**config.mk**
```make
export PLATFORM = sky130hd
export DESIGN_NAME = mips_core
export DESIGN_NICKNAME = d
export VERILOG_FILES = /design/src/mips_pkg.sv /design/src/mips_core.sv /design/src/mem_wb_stage.sv /design/src/execute_stage.sv /design/src/decode_stage.sv /design/src/hazard_unit.sv /design/src/fetch_stage.sv
export SDC_FILE = /design/constraint.sdc
export NUM_CORES = 2
export LEC_CHECK = 0
export BUFFER_PORTS_ARGS = -buffer_cell sky130_fd_sc_hd__buf_2
export CAP_MARGIN = 20
export CORE_ASPECT_RATIO = 1.75
export CORE_MARGIN = 2
export CORE_UTILIZATION = 25
export CTS_BUF_LIST = sky130_fd_sc_hd__clkbuf_4
export DETAILED_ROUTE_END_ITERATION = 8
export PLACE_DENSITY_LB_ADDON = 0.08
export SLEW_MARGIN = 20
export SYNTH_ARGS = -nofsm -noshare
export SYNTH_HDL_FRONTEND = slang
export SYNTH_HIERARCHICAL = 1
export SYNTH_SLANG_ARGS = --single-unit
```
**constraint.sdc**
```tcl
create_clock -name clk -period 6.1 [get_ports clk]
set_input_delay 0.61 -clock clk [delete_from_list [all_inputs] [get_ports clk]]
set_output_delay 0.61 -clock clk [all_outputs]
set_load 0.05 [all_outputs]
```
**src/mips_pkg.sv**
```systemverilog
//##############################
// MIPS pipeline shared types
// word formats, encodings, ALU ops
// and forwarding selects
//##############################
`default_nettype none

package mips_pkg;

	typedef logic [31:0] word_t;
	typedef logic [4:0] reg_idx_t;
	typedef logic [31:0] pc_t; // counts words, not bytes

	localparam int DMEM_AW = 13; // data word address bits
	localparam reg_idx_t SP_REG = 5'd29;
	localparam word_t SP_RESET = 32'h00001FFF; // top of data memory

	localparam logic [5:0] OP_RTYPE = 6'd0;
	localparam logic [5:0] OP_BEQ = 6'd4;
	localparam logic [5:0] OP_BNE = 6'd5;
	localparam logic [5:0] OP_ADDI = 6'd8;
	localparam logic [5:0] OP_SLTI = 6'd10;
	localparam logic [5:0] OP_ANDI = 6'd12;
	localparam logic [5:0] OP_ORI = 6'd13;
	localparam logic [5:0] OP_LUI = 6'd15;
	localparam logic [5:0] OP_LW = 6'd35;
	localparam logic [5:0] OP_SW = 6'd43;

	localparam logic [5:0] FN_SLL = 6'h00;
	localparam logic [5:0] FN_SRL = 6'h02;
	localparam logic [5:0] FN_ADD = 6'h20;
	localparam logic [5:0] FN_SUB = 6'h22;
	localparam logic [5:0] FN_AND = 6'h24;
	localparam logic [5:0] FN_OR = 6'h25;
	localparam logic [5:0] FN_XOR = 6'h26;
	localparam logic [5:0] FN_NOR = 6'h27;
	localparam logic [5:0] FN_SLT = 6'h2a;

	typedef enum logic [3:0] {
		ALU_AND, ALU_OR, ALU_ADD, ALU_SUB, ALU_XOR,
		ALU_NOR, ALU_SLT, ALU_SLL, ALU_SRL, ALU_LUI
	} alu_op_e;

	typedef enum logic [1:0] {FWD_NONE, FWD_EXMEM, FWD_MEMWB} fwd_sel_e;

	// newest producer wins, r0 is never forwarded
	function automatic fwd_sel_e fwd_select(
		input reg_idx_t src,
		input reg_idx_t exmem_dest,
		input logic exmem_we,
		input reg_idx_t wb_dest,
		input logic wb_we
	);
		if (src == '0)
			return FWD_NONE;
		if (exmem_we && exmem_dest == src)
			return FWD_EXMEM;
		if (wb_we && wb_dest == src)
			return FWD_MEMWB;
		return FWD_NONE;
	endfunction

endpackage

`default_nettype wire
```
**src/mips_core.sv**
```systemverilog
//##############################
// MIPS pipeline core
// five stages plus hazard unit,
// external memory ports
//##############################
`timescale 1ns/1ns
`default_nettype none

module mips_core (
	input wire clk,
	input wire rst_n,
	output mips_pkg::pc_t imem_addr,
	input wire mips_pkg::word_t imem_data,
	output logic [mips_pkg::DMEM_AW-1:0] dmem_addr,
	output mips_pkg::word_t dmem_wdata,
	output logic dmem_we,
	output logic dmem_re,
	input wire mips_pkg::word_t dmem_rdata
);

	logic hold;
	logic bubble;
	logic flush;
	logic branch_taken;
	mips_pkg::pc_t branch_target;
	mips_pkg::word_t ifid_instr;
	mips_pkg::pc_t ifid_pc_next;

	logic idex_reg_write;
	logic idex_mem_read;
	logic idex_mem_write;
	logic idex_mem_to_reg;
	logic idex_alu_src;
	mips_pkg::alu_op_e idex_alu_op;
	mips_pkg::word_t idex_rs_data;
	mips_pkg::word_t idex_rt_data;
	mips_pkg::word_t idex_imm;
	mips_pkg::reg_idx_t idex_rs;
	mips_pkg::reg_idx_t idex_rt;
	mips_pkg::reg_idx_t idex_dest;
	logic [4:0] idex_shamt;

	logic exmem_reg_write;
	logic exmem_mem_read;
	logic exmem_mem_write;
	logic exmem_mem_to_reg;
	mips_pkg::word_t exmem_result;
	mips_pkg::word_t exmem_store_data;
	mips_pkg::reg_idx_t exmem_dest;

	logic wb_reg_write;
	mips_pkg::reg_idx_t wb_dest;
	mips_pkg::word_t wb_data;

	// stage ports share names with the wires above
	fetch_stage fetch_i (.*);
	hazard_unit hazard_i (.*);
	decode_stage decode_i (.*);
	execute_stage execute_i (.*);
	mem_wb_stage mem_wb_i (.*);

	assign dmem_addr = exmem_result[mips_pkg::DMEM_AW-1:0]; // word address
	assign dmem_wdata = exmem_store_data;
	assign dmem_we = exmem_mem_write;
	assign dmem_re = exmem_mem_read;

endmodule

`default_nettype wire

```
**src/mem_wb_stage.sv**
```systemverilog
//##############################
// Memory / write-back stage
// MEM/WB register and result mux
//##############################
`timescale 1ns/1ns
`default_nettype none

module mem_wb_stage (
	input wire clk,
	input wire rst_n,
	input wire exmem_reg_write,
	input wire exmem_mem_to_reg,
	input wire mips_pkg::word_t exmem_result,
	input wire mips_pkg::reg_idx_t exmem_dest,
	input wire mips_pkg::word_t dmem_rdata,
	output logic wb_reg_write,
	output mips_pkg::reg_idx_t wb_dest,
	output mips_pkg::word_t wb_data
);

	logic mem_to_reg_q;
	mips_pkg::word_t load_q;
	mips_pkg::word_t result_q;

	always_ff @(posedge clk)
	begin
		if (!rst_n)
		begin
			wb_reg_write <= 1'b0;
			mem_to_reg_q <= 1'b0;
		end
		else
		begin
			wb_reg_write <= exmem_reg_write;
			mem_to_reg_q <= exmem_mem_to_reg;
		end
	end

	always_ff @(posedge clk)
	begin
		load_q <= dmem_rdata; // read data settles within the MEM cycle
		result_q <= exmem_result;
		wb_dest <= exmem_dest;
	end

	assign wb_data = mem_to_reg_q ? load_q : result_q;

endmodule

`default_nettype wire

```
**src/execute_stage.sv**
```systemverilog
//##############################
// Execute stage
// operand forwarding, ALU and
// the EX/MEM register
//##############################
`timescale 1ns/1ns
`default_nettype none

module execute_stage (
	input wire clk,
	input wire rst_n,
	input wire idex_reg_write,
	input wire idex_mem_read,
	input wire idex_mem_write,
	input wire idex_mem_to_reg,
	input wire idex_alu_src,
	input wire mips_pkg::alu_op_e idex_alu_op,
	input wire mips_pkg::word_t idex_rs_data,
	input wire mips_pkg::word_t idex_rt_data,
	input wire mips_pkg::word_t idex_imm,
	input wire mips_pkg::reg_idx_t idex_rs,
	input wire mips_pkg::reg_idx_t idex_rt,
	input wire mips_pkg::reg_idx_t idex_dest,
	input wire [4:0] idex_shamt,
	input wire mips_pkg::reg_idx_t wb_dest,
	input wire wb_reg_write,
	input wire mips_pkg::word_t wb_data,
	output logic exmem_reg_write,
	output logic exmem_mem_read,
	output logic exmem_mem_write,
	output logic exmem_mem_to_reg,
	output mips_pkg::word_t exmem_result,
	output mips_pkg::word_t exmem_store_data,
	output mips_pkg::reg_idx_t exmem_dest
);

	mips_pkg::fwd_sel_e sel_a;
	mips_pkg::fwd_sel_e sel_b;
	mips_pkg::word_t op_a;
	mips_pkg::word_t op_b;
	mips_pkg::word_t alu_b;
	mips_pkg::word_t alu_result;

	assign sel_a = mips_pkg::fwd_select(idex_rs, exmem_dest, exmem_reg_write,
		wb_dest, wb_reg_write);
	assign sel_b = mips_pkg::fwd_select(idex_rt, exmem_dest, exmem_reg_write,
		wb_dest, wb_reg_write);

	assign op_a = (sel_a == mips_pkg::FWD_EXMEM) ? exmem_result :
		(sel_a == mips_pkg::FWD_MEMWB) ? wb_data : idex_rs_data;
	assign op_b = (sel_b == mips_pkg::FWD_EXMEM) ? exmem_result :
		(sel_b == mips_pkg::FWD_MEMWB) ? wb_data : idex_rt_data;
	assign alu_b = idex_alu_src ? idex_imm : op_b;

	always_comb
	begin
		case (idex_alu_op)
			mips_pkg::ALU_AND: alu_result = op_a & alu_b;
			mips_pkg::ALU_OR: alu_result = op_a | alu_b;
			mips_pkg::ALU_ADD: alu_result = op_a + alu_b;
			mips_pkg::ALU_SUB: alu_result = op_a - alu_b;
			mips_pkg::ALU_XOR: alu_result = op_a ^ alu_b;
			mips_pkg::ALU_NOR: alu_result = ~(op_a | alu_b);
			mips_pkg::ALU_SLT: alu_result = {31'd0, $signed(op_a) < $signed(alu_b)}; // signed
			mips_pkg::ALU_SLL: alu_result = alu_b << idex_shamt; // shifts act on rt
			mips_pkg::ALU_SRL: alu_result = alu_b >> idex_shamt;
			mips_pkg::ALU_LUI: alu_result = {alu_b[15:0], 16'd0};
			default: alu_result = '0;
		endcase
	end

	always_ff @(posedge clk)
	begin
		if (!rst_n)
		begin
			exmem_reg_write <= 1'b0;
			exmem_mem_read <= 1'b0;
			exmem_mem_write <= 1'b0;
			exmem_mem_to_reg <= 1'b0;
		end
		else
		begin
			exmem_reg_write <= idex_reg_write;
			exmem_mem_read <= idex_mem_read;
			exmem_mem_write <= idex_mem_write;
			exmem_mem_to_reg <= idex_mem_to_reg;
		end
	end

	always_ff @(posedge clk)
	begin
		exmem_result <= alu_result;
		exmem_store_data <= op_b; // forwarded rt for sw
		exmem_dest <= idex_dest;
	end

endmodule

`default_nettype wire

```
**src/decode_stage.sv**
```systemverilog
//##############################
// Decode stage
// register file, control, branch
// compare and the ID/EX register
//##############################
`timescale 1ns/1ns
`default_nettype none

module decode_stage (
	input wire clk,
	input wire rst_n,
	input wire mips_pkg::word_t ifid_instr,
	input wire mips_pkg::pc_t ifid_pc_next,
	input wire bubble,
	input wire mips_pkg::reg_idx_t exmem_dest,
	input wire exmem_reg_write,
	input wire mips_pkg::word_t exmem_result,
	input wire mips_pkg::reg_idx_t wb_dest,
	input wire wb_reg_write,
	input wire mips_pkg::word_t wb_data,
	output logic branch_taken,
	output mips_pkg::pc_t branch_target,
	output logic idex_reg_write,
	output logic idex_mem_read,
	output logic idex_mem_write,
	output logic idex_mem_to_reg,
	output logic idex_alu_src,
	output mips_pkg::alu_op_e idex_alu_op,
	output mips_pkg::word_t idex_rs_data,
	output mips_pkg::word_t idex_rt_data,
	output mips_pkg::word_t idex_imm,
	output mips_pkg::reg_idx_t idex_rs,
	output mips_pkg::reg_idx_t idex_rt,
	output mips_pkg::reg_idx_t idex_dest,
	output logic [4:0] idex_shamt
);

	logic [5:0] opcode;
	logic [5:0] funct;
	mips_pkg::reg_idx_t rs;
	mips_pkg::reg_idx_t rt;
	mips_pkg::word_t regs [32];
	mips_pkg::word_t rs_val;
	mips_pkg::word_t rt_val;
	mips_pkg::fwd_sel_e sel_a;
	mips_pkg::fwd_sel_e sel_b;
	mips_pkg::word_t cmp_a;
	mips_pkg::word_t cmp_b;
	mips_pkg::word_t imm;
	mips_pkg::alu_op_e alu_op;
	logic reg_write;
	logic mem_read;
	logic mem_write;
	logic mem_to_reg;
	logic alu_src;
	logic reg_dst;
	logic zero_ext;

	assign opcode = ifid_instr[31:26];
	assign funct = ifid_instr[5:0];
	assign rs = ifid_instr[25:21];
	assign rt = ifid_instr[20:16];

	// r29 comes up as the stack pointer
	always_ff @(posedge clk)
	begin
		if (!rst_n)
		begin
			for (int i = 0; i < 32; i++)
				regs[i] <= (i == mips_pkg::SP_REG) ? mips_pkg::SP_RESET : 32'd0;
		end
		else if (wb_reg_write && wb_dest != '0)
			regs[wb_dest] <= wb_data;
	end

	// same-cycle write shows through on read
	assign rs_val = (wb_reg_write && wb_dest != '0 && wb_dest == rs) ? wb_data : regs[rs];
	assign rt_val = (wb_reg_write && wb_dest != '0 && wb_dest == rt) ? wb_data : regs[rt];

	assign sel_a = mips_pkg::fwd_select(rs, exmem_dest, exmem_reg_write, wb_dest, wb_reg_write);
	assign sel_b = mips_pkg::fwd_select(rt, exmem_dest, exmem_reg_write, wb_dest, wb_reg_write);
	// write-back data reaches the compare through the bypassed reads
	assign cmp_a = (sel_a == mips_pkg::FWD_EXMEM) ? exmem_result : rs_val;
	assign cmp_b = (sel_b == mips_pkg::FWD_EXMEM) ? exmem_result : rt_val;

	assign branch_taken = (opcode == mips_pkg::OP_BEQ && cmp_a == cmp_b) ||
		(opcode == mips_pkg::OP_BNE && cmp_a != cmp_b);

	assign imm = zero_ext ? {16'd0, ifid_instr[15:0]} : {{16{ifid_instr[15]}}, ifid_instr[15:0]};
	assign branch_target = ifid_pc_next + imm; // offset in words from pc+1

	always_comb
	begin
		reg_write = 1'b0;
		mem_read = 1'b0;
		mem_write = 1'b0;
		mem_to_reg = 1'b0;
		alu_src = 1'b1;
		reg_dst = 1'b0;
		zero_ext = 1'b0;
		alu_op = mips_pkg::ALU_ADD; // lw, sw and addi address add
		case (opcode)
			mips_pkg::OP_RTYPE:
			begin
				reg_write = 1'b1;
				alu_src = 1'b0;
				reg_dst = 1'b1;
				case (funct)
					mips_pkg::FN_SLL: alu_op = mips_pkg::ALU_SLL;
					mips_pkg::FN_SRL: alu_op = mips_pkg::ALU_SRL;
					mips_pkg::FN_ADD: alu_op = mips_pkg::ALU_ADD;
					mips_pkg::FN_SUB: alu_op = mips_pkg::ALU_SUB;
					mips_pkg::FN_AND: alu_op = mips_pkg::ALU_AND;
					mips_pkg::FN_OR: alu_op = mips_pkg::ALU_OR;
					mips_pkg::FN_XOR: alu_op = mips_pkg::ALU_XOR;
					mips_pkg::FN_NOR: alu_op = mips_pkg::ALU_NOR;
					mips_pkg::FN_SLT: alu_op = mips_pkg::ALU_SLT;
					default: reg_write = 1'b0; // unsupported function, no effect
				endcase
			end
			mips_pkg::OP_ADDI: reg_write = 1'b1;
			mips_pkg::OP_SLTI:
			begin
				reg_write = 1'b1;
				alu_op = mips_pkg::ALU_SLT;
			end
			mips_pkg::OP_ANDI:
			begin
				reg_write = 1'b1;
				alu_op = mips_pkg::ALU_AND;
			end
			mips_pkg::OP_ORI:
			begin
				reg_write = 1'b1;
				zero_ext = 1'b1; // only ori zero-extends
				alu_op = mips_pkg::ALU_OR;
			end
			mips_pkg::OP_LUI:
			begin
				reg_write = 1'b1;
				alu_op = mips_pkg::ALU_LUI;
			end
			mips_pkg::OP_LW:
			begin
				reg_write = 1'b1;
				mem_read = 1'b1;
				mem_to_reg = 1'b1;
			end
			mips_pkg::OP_SW: mem_write = 1'b1;
			default: alu_src = 1'b0; // branches write nothing
		endcase
	end

	always_ff @(posedge clk)
	begin
		if (!rst_n)
		begin
			idex_reg_write <= 1'b0;
			idex_mem_read <= 1'b0;
			idex_mem_write <= 1'b0;
			idex_mem_to_reg <= 1'b0;
			idex_alu_src <= 1'b0;
			idex_alu_op <= mips_pkg::ALU_ADD;
		end
		else
		begin
			idex_reg_write <= reg_write && !bubble;
			idex_mem_read <= mem_read && !bubble;
			idex_mem_write <= mem_write && !bubble;
			idex_mem_to_reg <= mem_to_reg;
			idex_alu_src <= alu_src;
			idex_alu_op <= alu_op;
		end
	end

	always_ff @(posedge clk)
	begin
		idex_rs_data <= rs_val;
		idex_rt_data <= rt_val;
		idex_imm <= imm;
		idex_rs <= rs;
		idex_rt <= rt;
		idex_dest <= reg_dst ? ifid_instr[15:11] : rt; // rd for R-type
		idex_shamt <= ifid_instr[10:6];
	end

endmodule

`default_nettype wire

```
**src/hazard_unit.sv**
```systemverilog
//##############################
// Hazard unit
// load-use and branch operand
// stalls, wrong-path flush
//##############################
`timescale 1ns/1ns
`default_nettype none

module hazard_unit (
	input wire mips_pkg::word_t ifid_instr,
	input wire idex_mem_read,
	input wire idex_reg_write,
	input wire mips_pkg::reg_idx_t idex_dest,
	input wire exmem_mem_read,
	input wire mips_pkg::reg_idx_t exmem_dest,
	input wire branch_taken,
	output logic hold,
	output logic bubble,
	output logic flush
);

	logic [5:0] opcode;
	mips_pkg::reg_idx_t rs;
	mips_pkg::reg_idx_t rt;
	logic is_branch;
	logic uses_rt;
	logic ex_match;
	logic mem_match;
	logic load_use;
	logic branch_wait;

	assign opcode = ifid_instr[31:26];
	assign rs = ifid_instr[25:21];
	assign rt = ifid_instr[20:16];

	assign is_branch = (opcode == mips_pkg::OP_BEQ) || (opcode == mips_pkg::OP_BNE);
	assign uses_rt = (opcode == mips_pkg::OP_RTYPE) || is_branch || (opcode == mips_pkg::OP_SW);

	assign ex_match = (idex_dest != '0) && ((idex_dest == rs) || (uses_rt && idex_dest == rt));
	assign mem_match = (exmem_dest != '0) && ((exmem_dest == rs) || (uses_rt && exmem_dest == rt));

	assign load_use = idex_mem_read && ex_match;
	// compare sits in decode: wait out EX results and loads still in MEM
	assign branch_wait = is_branch && ((idex_reg_write && ex_match) || (exmem_mem_read && mem_match));

	assign hold = load_use || branch_wait;
	assign bubble = hold; // stalled decode sends a no-op down
	assign flush = branch_taken && !hold;

endmodule

`default_nettype wire

```
**src/fetch_stage.sv**
```systemverilog
//##############################
// Fetch stage
// PC, next-PC choice and the
// IF/ID register
//##############################
`timescale 1ns/1ns
`default_nettype none

module fetch_stage (
	input wire clk,
	input wire rst_n,
	input wire hold,
	input wire flush,
	input wire branch_taken,
	input wire mips_pkg::pc_t branch_target,
	input wire mips_pkg::word_t imem_data,
	output mips_pkg::pc_t imem_addr,
	output mips_pkg::word_t ifid_instr,
	output mips_pkg::pc_t ifid_pc_next
);

	mips_pkg::pc_t pc;
	mips_pkg::pc_t pc_plus1;

	assign pc_plus1 = pc + 32'd1; // one word per instruction
	assign imem_addr = pc;

	always_ff @(posedge clk)
	begin
		if (!rst_n)
			pc <= '0;
		else if (!hold)
			pc <= branch_taken ? branch_target : pc_plus1;
	end

	always_ff @(posedge clk)
	begin
		if (!rst_n)
		begin
			ifid_instr <= '0;
			ifid_pc_next <= '0;
		end
		else if (!hold)
		begin
			ifid_instr <= flush ? 32'd0 : imem_data; // all zero decodes as sll r0, a no-op
			ifid_pc_next <= pc_plus1;
		end
	end

endmodule

`default_nettype wire

```
==> metrics.md <==
| Metric | Value |
|---|---|
| Switching Share | `0.3956` |
| Crit path time final | `6.012 ns` |
| Static Leakage | `approximately 35 nW` |
| Class of the worst hold path | `input pin to flop` |
| Max FO, Critical Path | `29` |
| Total wirelength of the detailed-routed design | `437.0 mm` |
| Pin count of the biggest net entering global routing | `69` |
| Register bank with the most flops | `decode_i/regs` |
| Area overhead of the layout relative to synthesis | `19.11%` |
| Filler-free cell count of the finished design | `11840` |
| Headroom to the max-slew limit | `0.1959` |
| Count of cell types in the netlist | `115` |
| Crit path required time | `7.32 ns` |
| Top flip-flop cell by instance count after synthesis | `edfxtp_1` |
| Count of yosys warnings during synthesis | `6` |
| Initial antenna violation count | `35` |
| Total number of nets in the final design | `7607` |
| Share of total power in combinational logic | `0.318` |
| Fraction of the yosys area taken by sequential cells | `0.4714` |
| Initial standard-cell utilization of the core | `0.2511` |
| Number of rows created at floorplan | `274` |
| Placed Cells | `approximately 11000` |
| Share of flip-flops with an asynchronous set or reset | `0` |
| Area share of the largest cell type after synthesis | `0.3849` |
| Per-cell via count in the routed design | `5.444` |
| Power density relative to cell area | `304.1 nW/um2` |
| Die footprint | `324300 um2` |
| Share of the clock period used by the worst path after layout | `0.9855` |
| Final slew viol count | `0` |
| Number of CTS-inserted buffers | `366` |
| DR vias | `64460` |
| Critical Path Sink | `fetch_i/imem_addr[27]` |
| Area of the multi-input gates | `39240 um2` |
| Clock Pin Slew Worst Setup and Hold Paths | `0.07 ns` |
| Fraction of final layout cells with drive strength greater than 1 | `0.2805` |
| Mapped Area | `79890 um2` |
| Slew at the pin closest to its max-slew limit | `1.187 ns` |
| Die width | `431.3 um` |
| Area of the core | `about 320000 um2` |
| Clock Path Buffers | `4` |
| Number of maximum-capacitance constraint violations | `0` |
| Clock latency reported for the late side of the worst-skew pair | `roughly 1.4 ns` |
| Clk_skew | `0.1761 ns` |
| Fraction of power consumed by the clock network | `0.295` |
| Setup crit end kind | `flop` |
| Library cell with the largest summed area after synthesis | `edfxtp_1` |
| Worst reg2reg setup slack | `0.09 ns` |
| Critical Path Source | `fetch_i/ifid_instr[21]` |
| Hpwl dp | `309.8 mm` |
| Detail-routed net length per standard cell | `36.90 um` |
| Ports | `145` |
| Final hold slack | `between 0.2 and 0.3 ns` |
| Cell internal pwr | `between 15 and 20 mW` |
| Average cell area after synthesis | `11.85 um2` |
| Classification of the worst setup path | `flop to flop` |
| Endpoint of the worst register-to-register path | `fetch_i/imem_addr[27]` |
| Status | `finished clean` |
| Iter 0 DRT Violations | `between 5000 and 6000` |
| Die outline height | `between 700 and 800 um` |
| CTS H-tree depth | `5` |
| Register bit count reported by yosys | `about 1400` |
| Maximum VDD drop | `roughly 0.23 mV` |
| Maximum clock frequency | `0.1663 GHz` |
| Wire length of the first global-routing pass | `587.6 mm` |
| Grt ovf | `0` |
| Net switching power figure | `approximately 11 mW` |
| CTS tree | `built` |
| Vias in the first global route | `66470` |
| Number of enable-type register cells in the synthesized netlist | `1024` |
| Buffers added on ports | `between 100 and 150` |
| Number of design rule violations left after detail routing | `0` |
| Number of nets with antenna violations after routing | `0` |
| Finished Core Util | `0.2991` |
| Most frequent cell after synthesis | `edfxtp_1` |
| Number of cells produced by synthesis | `between 6000 and 7000` |
| Total track usage | `0.2638` |
| Routability congestion estimate from global placement | `roughly 0.96` |
| Flip-flop count of the largest register, all copies and words added | `1024` |
| Sequential cell area | `37700 um2` |
| Final count of hold timing violations | `0` |
| Most frequent cells after synthesis | `edfxtp_1, and2_1, mux4_2, clkbuf_1, nor3_1` |
| Setup TNS Final | `0 ns` |
| Number of clock sinks seen by CTS | `roughly 1400` |
| Type of element launching the critical path | `flop` |
| Final setup violation count | `0` |
| Top area cells in the synthesized netlist | `edfxtp_1, mux4_2, dfxtp_1` |
| Sequential share of power | `0.387` |
| Arrival time at the worst endpoint | `a little over 7 ns` |
| Number of filler cells placed in the layout | `32730` |
| Root buffer cell | `clkbuf_4` |
| Pre-antenna DRT Iters | `6` |
| Source of the worst register-to-register timing path | `fetch_i/ifid_instr[21]` |
| Worst reg-to-reg path cell count | `20` |
## cell families (layout without fill, tap and decap cells)
logic type,after synthesis,in the layout,synth area share
simple gates,2072,2072,0.1392
flops,1369,1369,0.4714
compound gates,1287,1287,0.1123
mux,905,905,0.1924
buf+inv,837,1739,0.04952
xor+xnor,152,152,0.01666
fa+ha+maj,116,116,0.01845
other cells,1,61,0.00004694
## timing repair
| action | CTS | global route |
|---|---|---|
| setup endpoints to repair | 73 | 47 |
| setup buffers | 10 | 7 |
| hold buffers | 128 | 0 |
| endpoints found under the hold margin | 132 | 0 |
| cloned | 0 | 0 |
| pin swaps | 1 | 6 |
| gates resized for setup | 20 | 28 |
## cells in the final DEF, fill, tap and decap left out, types with 169 or more instances in the layout
master    count
buf_4       607
edfxtp_1   1024
mux2i_1     328
nand2_1     258
dfxtp_1     329
o21ai_0     186
clkbuf_4    517
nor2_1      288
nor3_1      401
and2_1      673
a21oi_1     232
mux4_2      471
inv_1       169
## worst max-delay path, cell delays in order, from the launching register on
cell and delay, ns:
dfxtp_4 0.49, buf_12 0.28, buf_12 0.25, mux4_2 0.52
mux2_2 0.33, a221oi_1 0.48, buf_4 0.21, o31ai_2 0.13
o22ai_1 0.22, nor2_1 0.06, o22ai_1 0.29, and4_1 0.26
nor4b_2 0.38, a31oi_4 0.21, buf_4 0.19, xnor2_1 0.11
and4_2 0.26, buf_12 0.15, or2_2 0.36, or3_1 0.37
a31oi_1 0.17
## final cells by class
type | instances | area share
sequential | 1369 | 0.3962
clock inverter | 98 | 0.005918
timing repair buffer | 945 | 0.08242
multi-input combinational | 4564 | 0.4124
tap | 4140 | 0.05444
clock buffer | 517 | 0.04079
antenna | 29 | 0.0007627
inverter | 179 | 0.007062
## worst min-delay path by stage
stage	startpoint	to	cells after the start
final	imem_data[30]	fetch_i/ifid_instr[30]	5
after global routing	imem_data[30]	fetch_i/ifid_instr[30]	5
after detailed placement	execute_i/exmem_result[19]	mem_wb_i/result_q[19]	0
after global placement	execute_i/exmem_result[19]	mem_wb_i/result_q[19]	0
after CTS	imem_data[30]	fetch_i/ifid_instr[30]	5
after floorplan	fetch_i/ifid_instr[10]	decode_i/idex_imm[10]	0
## routing by layer
| layer | part of all wire | track usage | vias up |
|---|---|---|---|
| met5 | 0.00027 | 0 | - |
| met4 | 0.081 | 0.1827 | 18 |
| met3 | 0.044 | 0.03673 | 943 |
| met2 | 0.53 | 0.4947 | 2551 |
| met1 | 0.34 | 0.2680 | 33630 |
| li1 | - | - | 27320 |
## through the flow
stage	total power [mW]	area [um2]	setup slack, ns
after floorplan	15.50	80000	0.9980
after global placement	20.38	88890	-0.6985
after detailed placement	20.38	88930	-0.6460
after CTS	29.18	94870	0.00005507
after global routing	29.90	95100	-0.01906
final	28.93	95150	0.08827
## power groups by stage
stage | Clock (mW) | Sequential, mW | Combinational (mW)
2_1_floorplan | 0 | 11.4 | 4.11
3_3_place_gp | 0 | 11.4 | 8.96
3_5_place_dp | 0 | 11.4 | 8.96
4_1_cts | 8.86 | 11.2 | 9.10
5_1_grt | 9.22 | 11.3 | 9.43
6_report | 8.54 | 11.2 | 9.19
No activity file was read; power rests on OpenSTA's default activity.
